**src/hdl/sxt_pkg.sv**
```systemverilog
// Coefficient constants and stream structs for the sample extraction join stage
package sxt_pkg;

  // ==============================
  // Coefficient constants
  // ==============================
  localparam int unsigned COEF_W    = 16;
  // Largest 16-bit prime, all coefficients below it
  localparam int unsigned MOD_Q     = 65521;
  localparam int unsigned QUARTER_N = 4;
  localparam int unsigned HALF_N    = 8;
  // Rotation amount, 0 to 2*QUARTER_N-1
  localparam int unsigned ROT_W     = 3;

  // ==============================
  // Data words
  // ==============================
  typedef logic [COEF_W-1:0] coef_t;
  typedef coef_t [QUARTER_N-1:0] quarter_t;
  typedef coef_t [HALF_N-1:0] half_t;

  // Opaque command tag, carried untouched to the output
  typedef struct packed {
    logic [7:0] blwe_id;
    logic       last;
  } cmd_t;

  // Last two permutation levels
  typedef struct packed {
    logic lvl1;
    logic lvl2;
  } perm_t;

  // ==============================
  // Stream payloads
  // ==============================
  typedef struct packed {
    quarter_t             coefs;
    logic [ROT_W-1:0]     rot;
  } lane_in_t;

  // Side info riding along lane 1
  typedef struct packed {
    cmd_t  cmd;
    perm_t perm;
  } lane1_side_t;

  // Join FIFO entry
  typedef struct packed {
    half_t data;
    cmd_t  cmd;
    logic  lvl2;
  } join_word_t;

  typedef struct packed {
    half_t data;
    cmd_t  cmd;
  } out_word_t;

endpackage

```
**src/hdl/sxt_rot_lane.sv**
```systemverilog
// Input lane: negacyclic rotation of a quarter word with modular negation, one pipe register
`timescale 1ns/1ps

module sxt_rot_lane (
  input  logic                clk,
  input  logic                s_rst_n,
  input  sxt_pkg::lane_in_t   in_word,
  input  sxt_pkg::lane1_side_t in_side,
  input  logic                in_vld,
  output logic                in_rdy,
  output sxt_pkg::quarter_t   out_data,
  output sxt_pkg::lane1_side_t out_side,
  output logic                out_vld,
  input  logic                out_rdy
);

  // Modular negate, zero stays zero
  function automatic sxt_pkg::coef_t mod_neg(input sxt_pkg::coef_t v);
    sxt_pkg::coef_t r;
    if (v == '0) r = '0;
    else         r = sxt_pkg::coef_t'(sxt_pkg::MOD_Q - v);
    return r;
  endfunction

  // ==============================
  // Rotation by b
  // ==============================
  sxt_pkg::quarter_t rot_data;

  always_comb begin
    int unsigned pos;
    for (int i = 0; i < sxt_pkg::QUARTER_N; i++) begin
      // Position in the 2*QUARTER_N negacyclic ring
      pos = (i + 2 * sxt_pkg::QUARTER_N - int'(in_word.rot)) % (2 * sxt_pkg::QUARTER_N);
      if (pos >= sxt_pkg::QUARTER_N)
        rot_data[i] = mod_neg(in_word.coefs[pos - sxt_pkg::QUARTER_N]);
      else
        rot_data[i] = in_word.coefs[pos];
    end
  end

  // ==============================
  // Pipe register
  // ==============================
  // Take a word when empty or when current one leaves
  assign in_rdy = ~out_vld | out_rdy;

  always_ff @(posedge clk) begin
    if (!s_rst_n) out_vld <= 1'b0;
    else if (in_rdy) out_vld <= in_vld;
  end

  // Payload follows the handshake, held while stalled
  always_ff @(posedge clk) begin
    if (in_vld && in_rdy) begin
      out_data <= rot_data;
      out_side <= in_side;
    end
  end

endmodule

```
**src/hdl/sxt_credit.sv**
```systemverilog
// Credit counter limiting lane-1 words in flight to the join FIFO depth
`timescale 1ns/1ps

module sxt_credit #(
  parameter int JOIN_FIFO_DEPTH = 4
) (
  input  logic clk,
  input  logic s_rst_n,
  input  logic up_vld,
  output logic up_rdy,
  output logic dn_vld,
  input  logic dn_rdy,
  input  logic buf_cnt_do_dec
);

  localparam int CNT_W = $clog2(JOIN_FIFO_DEPTH + 1);

  // Words accepted, not yet read out of the join FIFO
  logic [CNT_W-1:0] cnt;
  logic             has_credit;
  logic             do_inc;

  assign has_credit = (cnt != CNT_W'(JOIN_FIFO_DEPTH));

  // Handshake passes through only with a free slot
  assign dn_vld = up_vld & has_credit;
  assign up_rdy = dn_rdy & has_credit;
  assign do_inc = up_vld & up_rdy;

  always_ff @(posedge clk) begin
    if (!s_rst_n) begin
      cnt <= '0;
    end else begin
      case ({do_inc, buf_cnt_do_dec})
        2'b10:   cnt <= cnt + 1'b1;
        2'b01:   cnt <= cnt - 1'b1;
        default: cnt <= cnt;
      endcase
    end
  end

  // A FIFO read always belongs to a word counted earlier
  a_no_underflow: assert property (@(posedge clk) disable iff (!s_rst_n)
    buf_cnt_do_dec |-> (cnt != '0));

endmodule

```
**src/hdl/sxt_fifo.sv**
```systemverilog
// Circular-buffer FIFO of join words with valid/ready on both sides
`timescale 1ns/1ps

module sxt_fifo #(
  parameter int DEPTH = 4
) (
  input  logic                clk,
  input  logic                s_rst_n,
  input  sxt_pkg::join_word_t in_data,
  input  logic                in_vld,
  output logic                in_rdy,
  output sxt_pkg::join_word_t out_data,
  output logic                out_vld,
  input  logic                out_rdy
);

  localparam int PTR_W = (DEPTH > 1) ? $clog2(DEPTH) : 1;
  localparam int CNT_W = $clog2(DEPTH + 1);

  sxt_pkg::join_word_t mem [DEPTH];
  logic [PTR_W-1:0]    wr_ptr;
  logic [PTR_W-1:0]    rd_ptr;
  logic [CNT_W-1:0]    count;
  logic                wr_en;
  logic                rd_en;

  assign in_rdy  = (count != CNT_W'(DEPTH));
  assign out_vld = (count != '0);
  // Head slot comes straight from the storage flops
  assign out_data = mem[rd_ptr];

  assign wr_en = in_vld & in_rdy;
  assign rd_en = out_vld & out_rdy;

  // Pointers wrap at DEPTH, any depth allowed
  always_ff @(posedge clk) begin
    if (!s_rst_n) begin
      wr_ptr <= '0;
      rd_ptr <= '0;
      count  <= '0;
    end else begin
      if (wr_en) wr_ptr <= (wr_ptr == PTR_W'(DEPTH - 1)) ? '0 : wr_ptr + 1'b1;
      if (rd_en) rd_ptr <= (rd_ptr == PTR_W'(DEPTH - 1)) ? '0 : rd_ptr + 1'b1;
      if (wr_en != rd_en) count <= wr_en ? count + 1'b1 : count - 1'b1;
    end
  end

  always_ff @(posedge clk) begin
    if (wr_en) mem[wr_ptr] <= in_data;
  end

  // Writer never offers a word while every slot is taken
  a_no_full_write: assert property (@(posedge clk) disable iff (!s_rst_n)
    (count == CNT_W'(DEPTH)) |-> !in_vld);

endmodule

```
**src/hdl/sxt_join.sv**
```systemverilog
// Join of the two lanes: lane-0 delay, pairing with level-1 swap, pair register and join FIFO
`timescale 1ns/1ps

module sxt_join #(
  parameter int JOIN_FIFO_DEPTH = 4
) (
  input  logic                 clk,
  input  logic                 s_rst_n,
  input  sxt_pkg::quarter_t    in0_data,
  input  logic                 in0_vld,
  output logic                 in0_rdy,
  input  sxt_pkg::quarter_t    in1_data,
  input  sxt_pkg::lane1_side_t in1_side,
  input  logic                 in1_vld,
  output logic                 in1_rdy,
  output sxt_pkg::join_word_t  out_word,
  output logic                 out_vld,
  input  logic                 out_rdy,
  output logic                 buf_cnt_do_dec
);

  // ==============================
  // Lane 0 delay element
  // ==============================
  sxt_pkg::quarter_t d0_data;
  logic              d0_vld;
  logic              d0_rdy;

  assign in0_rdy = ~d0_vld | d0_rdy;

  always_ff @(posedge clk) begin
    if (!s_rst_n) d0_vld <= 1'b0;
    else if (in0_rdy) d0_vld <= in0_vld;
  end

  always_ff @(posedge clk) begin
    if (in0_vld && in0_rdy) d0_data <= in0_data;
  end

  // ==============================
  // Pairing and level-1 swap
  // ==============================
  sxt_pkg::join_word_t pair_word;
  logic                pair_vld;
  logic                pair_rdy;

  // Fire only with both sides present
  assign pair_vld = d0_vld & in1_vld;
  assign d0_rdy   = in1_vld & pair_rdy;
  assign in1_rdy  = d0_vld & pair_rdy;

  // Lane 0 low quarter by default, exchanged on lvl1
  assign pair_word.data = in1_side.perm.lvl1 ? {d0_data, in1_data} : {in1_data, d0_data};
  assign pair_word.cmd  = in1_side.cmd;
  assign pair_word.lvl2 = in1_side.perm.lvl2;

  // Pair register
  sxt_pkg::join_word_t pr_word;
  logic                pr_vld;
  logic                fifo_in_rdy;

  assign pair_rdy = ~pr_vld | fifo_in_rdy;

  always_ff @(posedge clk) begin
    if (!s_rst_n) pr_vld <= 1'b0;
    else if (pair_rdy) pr_vld <= pair_vld;
  end

  always_ff @(posedge clk) begin
    if (pair_vld && pair_rdy) pr_word <= pair_word;
  end

  // ==============================
  // Join FIFO
  // ==============================
  sxt_fifo #(
    .DEPTH (JOIN_FIFO_DEPTH)
  ) join_fifo (
    .clk      (clk),
    .s_rst_n  (s_rst_n),
    .in_data  (pr_word),
    .in_vld   (pr_vld),
    .in_rdy   (fifo_in_rdy),
    .out_data (out_word),
    .out_vld  (out_vld),
    .out_rdy  (out_rdy)
  );

  // Read strobe one cycle late, returns a credit
  always_ff @(posedge clk) begin
    if (!s_rst_n) buf_cnt_do_dec <= 1'b0;
    else buf_cnt_do_dec <= out_vld & out_rdy;
  end

  // Upstream credits keep a slot free for every pending pair
  a_no_fifo_block: assert property (@(posedge clk) disable iff (!s_rst_n)
    pr_vld |-> fifo_in_rdy);

endmodule

```
**src/hdl/sxt_order_out.sv**
```systemverilog
// Output stage: level-2 reversal of the half word into a valid/ready output register
`timescale 1ns/1ps

module sxt_order_out (
  input  logic                clk,
  input  logic                s_rst_n,
  input  sxt_pkg::join_word_t in_word,
  input  logic                in_vld,
  output logic                in_rdy,
  output sxt_pkg::out_word_t  out_word,
  output logic                out_vld,
  input  logic                out_rdy
);

  sxt_pkg::half_t rev_data;

  // Coefficient i goes to HALF_N-1-i
  always_comb begin
    for (int i = 0; i < sxt_pkg::HALF_N; i++) begin
      rev_data[i] = in_word.data[sxt_pkg::HALF_N - 1 - i];
    end
  end

  // Accept when empty or when the held word leaves
  assign in_rdy = ~out_vld | out_rdy;

  always_ff @(posedge clk) begin
    if (!s_rst_n) out_vld <= 1'b0;
    else if (in_rdy) out_vld <= in_vld;
  end

  always_ff @(posedge clk) begin
    if (in_vld && in_rdy) begin
      out_word.data <= in_word.lvl2 ? rev_data : in_word.data;
      out_word.cmd  <= in_word.cmd;
    end
  end

  // Held word stays put under back-pressure
  a_out_stable: assert property (@(posedge clk) disable iff (!s_rst_n)
    out_vld && !out_rdy |=> $stable(out_word));

endmodule

```
**src/hdl/sxt_top.sv**
```systemverilog
// Top level: credit counter, two rotation lanes, join with FIFO and output order stage
`timescale 1ns/1ps

module sxt_top #(
  parameter int JOIN_FIFO_DEPTH = 4
) (
  input  logic                 clk,
  input  logic                 s_rst_n,
  input  sxt_pkg::lane_in_t    in0_word,
  input  logic                 in0_vld,
  output logic                 in0_rdy,
  input  sxt_pkg::lane_in_t    in1_word,
  input  sxt_pkg::lane1_side_t in1_side,
  input  logic                 in1_vld,
  output logic                 in1_rdy,
  output sxt_pkg::out_word_t   out_word,
  output logic                 out_vld,
  input  logic                 out_rdy
);

  // ==============================
  // Input side
  // ==============================
  logic                 c1_vld;
  logic                 c1_rdy;
  logic                 buf_cnt_do_dec;
  sxt_pkg::quarter_t    r0_data;
  logic                 r0_vld;
  logic                 r0_rdy;
  sxt_pkg::quarter_t    r1_data;
  sxt_pkg::lane1_side_t r1_side;
  logic                 r1_vld;
  logic                 r1_rdy;

  sxt_credit #(
    .JOIN_FIFO_DEPTH (JOIN_FIFO_DEPTH)
  ) credit_i (
    .clk            (clk),
    .s_rst_n        (s_rst_n),
    .up_vld         (in1_vld),
    .up_rdy         (in1_rdy),
    .dn_vld         (c1_vld),
    .dn_rdy         (c1_rdy),
    .buf_cnt_do_dec (buf_cnt_do_dec)
  );

  // Lane 0 has no side info
  sxt_rot_lane lane0_i (
    .clk      (clk),
    .s_rst_n  (s_rst_n),
    .in_word  (in0_word),
    .in_side  ('0),
    .in_vld   (in0_vld),
    .in_rdy   (in0_rdy),
    .out_data (r0_data),
    .out_side (),
    .out_vld  (r0_vld),
    .out_rdy  (r0_rdy)
  );

  sxt_rot_lane lane1_i (
    .clk      (clk),
    .s_rst_n  (s_rst_n),
    .in_word  (in1_word),
    .in_side  (in1_side),
    .in_vld   (c1_vld),
    .in_rdy   (c1_rdy),
    .out_data (r1_data),
    .out_side (r1_side),
    .out_vld  (r1_vld),
    .out_rdy  (r1_rdy)
  );

  // ==============================
  // Join and output side
  // ==============================
  sxt_pkg::join_word_t j_word;
  logic                j_vld;
  logic                j_rdy;

  sxt_join #(
    .JOIN_FIFO_DEPTH (JOIN_FIFO_DEPTH)
  ) join_i (
    .clk            (clk),
    .s_rst_n        (s_rst_n),
    .in0_data       (r0_data),
    .in0_vld        (r0_vld),
    .in0_rdy        (r0_rdy),
    .in1_data       (r1_data),
    .in1_side       (r1_side),
    .in1_vld        (r1_vld),
    .in1_rdy        (r1_rdy),
    .out_word       (j_word),
    .out_vld        (j_vld),
    .out_rdy        (j_rdy),
    .buf_cnt_do_dec (buf_cnt_do_dec)
  );

  sxt_order_out order_i (
    .clk      (clk),
    .s_rst_n  (s_rst_n),
    .in_word  (j_word),
    .in_vld   (j_vld),
    .in_rdy   (j_rdy),
    .out_word (out_word),
    .out_vld  (out_vld),
    .out_rdy  (out_rdy)
  );

endmodule

```
**config.mk**
```make
export PLATFORM = sky130hd
export DESIGN_NAME = sxt_top
export DESIGN_NICKNAME = d
export VERILOG_FILES = /design/src/hdl/sxt_pkg.sv /design/src/hdl/sxt_rot_lane.sv /design/src/hdl/sxt_credit.sv /design/src/hdl/sxt_fifo.sv /design/src/hdl/sxt_join.sv /design/src/hdl/sxt_order_out.sv /design/src/hdl/sxt_top.sv
export SDC_FILE = /design/constraint.sdc
export NUM_CORES = 1
export LEC_CHECK = 0
export CAP_MARGIN = 5
export CORE_ASPECT_RATIO = 2
export CORE_UTILIZATION = 58
export DETAILED_ROUTE_END_ITERATION = 8
export DONT_BUFFER_PORTS = 1
export GPL_ROUTABILITY_DRIVEN = 0
export PLACE_DENSITY = 0.84
export SLEW_MARGIN = 25
export SYNTH_ARGS = -nofsm -noshare
export SYNTH_HDL_FRONTEND = slang
export SYNTH_HIERARCHICAL = 1
export SYNTH_SLANG_ARGS = --single-unit
```
**constraint.sdc**
```tcl
create_clock -name clk -period 4.5 [get_ports clk]
set_input_delay 0.675 -clock clk [delete_from_list [all_inputs] [get_ports clk]]
set_output_delay 0.675 -clock clk [all_outputs]
set_load 0.05 [all_outputs]
```
; Word level (Yosys, flattened, before mapping)
; Memory sizes are Yosys's and may differ from the RTL's. A register that Yosys moved wholly into a read port is not among the register bits.
; Cells that the tools add are included.
; W data, S select, Z words.
[totals]
ff_bits = 494
mem_bits_rw = 552
input_bits = 150
out_inout_bits = 140
wordCells = 200
n_memories = 1
[mem_list]
columns = name, depth, word_bits, rd, rd_ports_with_merged_regs, wr, line
row1 = join_i.join_fifo.mem, 4, 138, 1, 1, 1, sxt_fifo.sv:20  ; sxt_pkg::join_word_t mem [DEPTH];
[classes]
n_addsub = 30
n_lt_le_gt_ge = 24
n_eq_ne = 7
muxes = 58
bitwise_logic = 18
reduce_logical = 15
[op_table]
columns = op, count
row1 = $bmux W16 S2, 16
row2 = $mux W16, 32
row3 = $lt A32 B3 Y1 const B, 8
row4 = $mux W128, 2
row5 = $logic_not A16 Y1, 8
row6 = $sub A16 B16 Y16 const A, 8
row7 = $sub A3 B3 Y4 const B, 8
row8 = $ge A3 B3 Y1 const B, 8
row9 = $lt A3 B3 Y1 const B, 8
row10 = $sub A1 B3 Y3 const A, 4
row11 = $sub A2 B3 Y3 const A, 4
row12 = $and A1 B1 Y1, 8
row13 = $mux W2, 4
row14 = $add A3 B1 Y3 const B, 2
row15 = $eq A2 B2 Y1 const B, 3
row16 = $ne A3 B3 Y1 const B, 2
row17 = $pmux W3 S2, 1
row18 = $sub A3 B1 Y3 const B, 2
row19 = $logic_and A1 B1 Y1, 5
row20 = $not A1 Y1, 5
row21 = $or A1 B1 Y1, 5
row22 = $add A2 B1 Y2 const B, 2
row23 = $mux W3, 1
row24 = $reduce_bool A3 Y1, 1
row25 = other kinds (4), 5

; Logic depth before layout (Yosys ltp)
[logic_depth]
ltp_word = 8
ltp_mapped = 17
depth_no_buf = 11

; Cells and area by module
; Netlist, hierarchy kept.
[by_module_without_submodules]
columns = module, n_inst, cells_each, area_per_inst_um2, seq_area_each_um2
row1 = sxt_fifo, 1, 785, 20588.5, 16756.1
row2 = sxt_rot_lane, 2, 494, 6015.8, 2272.2
row3 = sxt_join, 1, 361, 7821.3, 6125.9
row4 = sxt_order_out, 1, 284, 5776.8, 4134.0
row5 = sxt_credit, 1, 17, 175.2, 60.1
row6 = sxt_top, 1, 1, 3.8, 0.0

; Least setup slack after synthesis
; OpenSTA, ideal clock, no wires.
[synth_path]
path_type = reg-to-reg
start = reg join_i.join_fifo.count[0]
end = mem join_i/join_fifo/mem[1][0] in the netlist's numbering, enable pin
setup_time_ps = 514
t_arrival_ps = 4066
required_time_ps = 3986
setup_slack_ps = -80
stages_incl_launch_ff = 5
path_buffers = 1
period_less_slack_ps = 4580
cell_sequence = dfxtp_1 -> buf_2 -> nor2_1 -> a21boi_2 -> and2_1
[synth_between]
elab_chain_len = 4
[synth_rtl]
columns = item, line
row1 = from (decl), sxt_fifo.sv:23  ; logic [CNT_W-1:0] count;
row2 = from (signal assigned), sxt_fifo.sv:44  ; if (wr_en != rd_en) count <= wr_en ? count + 1'b1 : count - 1'b1;
row3 = $ne A3 B3 Y1, sxt_fifo.sv:27  ; assign in_rdy = (count != CNT_W'(DEPTH));
row4 = $and A1 B1 Y1, sxt_fifo.sv:32  ; assign wr_en = in_vld & in_rdy;
row5 = $mux W1, sxt_fifo.sv:49  ; if (wr_en) mem[wr_ptr] <= in_data;
row6 = $mux W1 (implied by the code), sxt_fifo.sv:49
row7 = to (decl), sxt_fifo.sv:20
; Every way passes these cells.

; Worst setup path after layout
[layout_path]
start = reg join_i.join_fifo.count[0]
end = out in1_rdy
[layout_between]
elab_chain_len = 5
[layout_rtl]
columns = item, line
row1 = $ne A3 B3 Y1, sxt_fifo.sv:27
row2 = named net join_i.fifo_in_rdy, sxt_join.sv:60  ; logic fifo_in_rdy;
row3 = $or A1 B1 Y1, sxt_join.sv:62  ; assign pair_rdy = ~pr_vld | fifo_in_rdy;
row4 = $and A1 B1 Y1, sxt_join.sv:50  ; assign in1_rdy = d0_vld & pair_rdy;
row5 = named net r1_rdy, sxt_top.sv:33  ; logic r1_rdy;
row6 = $or A1 B1 Y1, sxt_rot_lane.sv:46  ; assign in_rdy = ~out_vld | out_rdy;
row7 = named net c1_rdy, sxt_top.sv:25  ; logic c1_rdy;
row8 = $and A1 B1 Y1, sxt_credit.sv:27  ; assign up_rdy = dn_rdy & has_credit;
row9 = to (decl), sxt_top.sv:15  ; output logic in1_rdy,
; The timed path passes the listed nets, and every way through them passes these cells.

==> flow_metrics.env <==
export IMPL_status="complete, no violations"
export IMPL_finalNonFillerCells=3530
export IMPL_numPortBuffers=0
export IMPL_dieHeight_um=401
export IMPL_final_area_um2=49500
export IMPL_ir_worst_vdd_mv=0.491
export IMPL_fmax_mhz=289
export IMPL_grt_max_degree=129
export IMPL_drive_gt1_frac=0.311
export IMPL_worstPathMaxFanout=10
export IMPL_syn_avg_cell_area_um2=19.0
export IMPL_fillerInstances=5179
export IMPL_dr_pass1_iters=9
export IMPL_core_um2=78400
export IMPL_grt_pass1_wl_um=158000
export IMPL_grt_overflow=0
export IMPL_postCtsSetupBuffers=0
export IMPL_drt_iter0_markers=2697
export IMPL_remaining_drc_errors=0
export IMPL_clockRootBuffer="clkbuf_16"
export IMPL_htree_levels=3
export IMPL_grt_usage=0.271
export IMPL_p_leak_nw=15.5
export IMPL_first_global_vias=24000
export IMPL_clk_path_buf_depth=3
export IMPL_clk_pin_slew_ns=0.08
export IMPL_hpwlAfterDp_um=74200
export IMPL_crit_required_ns=3.83
export IMPL_fin_worst_skew_ns=0.0235
export IMPL_ant_nets=0
export IMPL_worstMarginPinSlew_ns=1.07
export IMPL_tritoncts="done"
export IMPL_yosysWarnings=6
export IMPL_fin_nets=2596
export IMPL_syn_to_final_growth_pct=7.51
export IMPL_worstPathArrival_ns=2.78
export IMPL_dieArea_um2=80600
export IMPL_numCtsBuffers=84
export IMPL_slew_limit_headroom=0.279
export IMPL_drv_slew=0
export IMPL_wl_per_cell_um=30.9
export IMPL_via_count=23700
export IMPL_crit_type="reg2out"
export IMPL_setup_viol=0
export IMPL_rows=145
export IMPL_ios=290
export IMPL_holdBufCountCts=0
export IMPL_insertion_delay_ns=0.66
export IMPL_vias_per_cell=6.72
export IMPL_die_width_um=201
export IMPL_clock_sinks=1048
export IMPL_cp_end_kind="output pin"
export IMPL_hp_class="in2reg"
export IMPL_syn_inst=2424
export IMPL_rsz0062_at_grt="no"
export IMPL_min_period_ns=3.45
export IMPL_dp_cells=3369
export IMPL_drv_cap=0
export IMPL_power_density_nw_per_um2=539
export IMPL_placed_cell_area_um2=46600
export IMPL_wirelength_um=109000
export IMPL_synth_fp_nets=2594
export IMPL_finalHoldViolCount=0
export IMPL_finalCritPeriodShare=0.768
export IMPL_ctsResizeCount=0
export IMPL_initial_utilization=0.588
export IMPL_finalSetupTns_ns=0
export IMPL_antenna_found_initial=11
export IMPL_synth_area_um2=46100
export IMPL_cp_start_kind="flip-flop"
sequential cells by signal, summed over array words and instances, names as in the netlist, named ones only:
name	flops
lane0_i/out_data	64
join_i/d0_data	64
join_i/buf_cnt_do_dec	1
lane1_i/out_data	64
lane1_i/out_side	11
join_i/pr_word	138
join_i/join_fifo/wr_ptr	2
join_i/pr_vld	1
order_i/out_word	137
order_i/out_vld	1
join_i/join_fifo/mem	552
join_i/join_fifo/rd_ptr	2
lane0_i/out_vld	1
credit_i/cnt	3
lane1_i/out_vld	1
join_i/join_fifo/count	3
join_i/d0_vld	1
worst paths after layout:
kind                                                 from                    to  slack [ns]  cells past startpoint
worst max-delay path            join_i/join_fifo/count[0]               in1_rdy        1.05                      6
worst min-delay path                          in1_side[1]   lane1_i/out_side[1]        0.12                      0
worst max register to register                  flip-flop  order_i/out_word[93]        1.62                      3
worst min register to register       lane0_i/out_data[38]    join_i/d0_data[38]        0.41                      0
layout by cell type, fill, tap and decap left out, types with 8 or more instances in the layout:
master	n
a221oi_1	12
or2_2	16
diode_2	8
nor4_1	14
buf_4	21
o21ai_1	52
nand2_1	99
nor3_1	17
o31ai_1	13
clkbuf_1	11
clkbuf_16	86
xor2_1	20
xnor2_1	25
dfxtp_1	16
nand4_1	22
o21ai_0	72
nand2b_1	16
a211oi_1	13
a21oi_1	17
edfxtp_1	1030
mux2_2	266
mux2i_1	26
buf_12	10
or3_1	28
nor2_1	54
nand3_1	11
bufinv_16	10
mux4_2	265
clkinv_2	13
inv_1	53
clkinvlp_4	9
ha_1	18
area by class of cell:
| class | instances | area [um^2] | share of cell area |
|---|---|---|---|
| inverter | 53 | 199 | 0.00402 |
| multi-input combinational | 1208 | 13500 | 0.273 |
| sequential | 1048 | 31300 | 0.632 |
| tap | 1029 | 1290 | 0.0260 |
| clock buffer | 99 | 2220 | 0.0448 |
| antenna | 8 | 20.0 | 0.000404 |
| clock inverter | 54 | 613 | 0.0124 |
| timing repair buffer | 31 | 358 | 0.00723 |
critical path, stage by stage, from the launching register on:
cell and delay [ns]:
dfxtp_1 0.53, nor2_1 0.16, nand2_1 0.11, nand2b_1 0.20, and2_1 0.16, nand2b_1 0.17, nor2b_1 0.79
stage by stage:
step | setup WS, ns | hold WS (ns) | total power, mW | utilization
after CTS | 1.02 | 0.0837 | 26.8 | 0.631
after global placement | 0.989 | 0.400 | 19.1 | 0.595
after floorplan | 0.0140 | 0.400 | 17.6 | -
after global routing | 0.858 | 0.0882 | 27.4 | 0.632
final | 1.05 | 0.119 | 26.7 | 0.632
after detailed placement | 0.881 | 0.405 | 19.3 | 0.595
power breakdown:
group	total [mW]	internal [mW]	switching, mW
combinational	3.97	1.66	2.31
clock	7.56	4.16	3.40
sequential	15.2	12.3	2.87
total	26.7	18.1	8.59
per-layer routing:
layer / wire length, um / vias up / part of all wire / global-route usage
met1: 34800 / 11900 / 0.32 / 0.292
li1: - / 9929 / - / -
met5: 52 / - / 0.00048 / 0
met4: 9280 / 8 / 0.085 / 0.197
met3: 10800 / 370 / 0.099 / 0.0845
met2: 54100 / 1474 / 0.50 / 0.450
(Power assumes the default switching activity.)
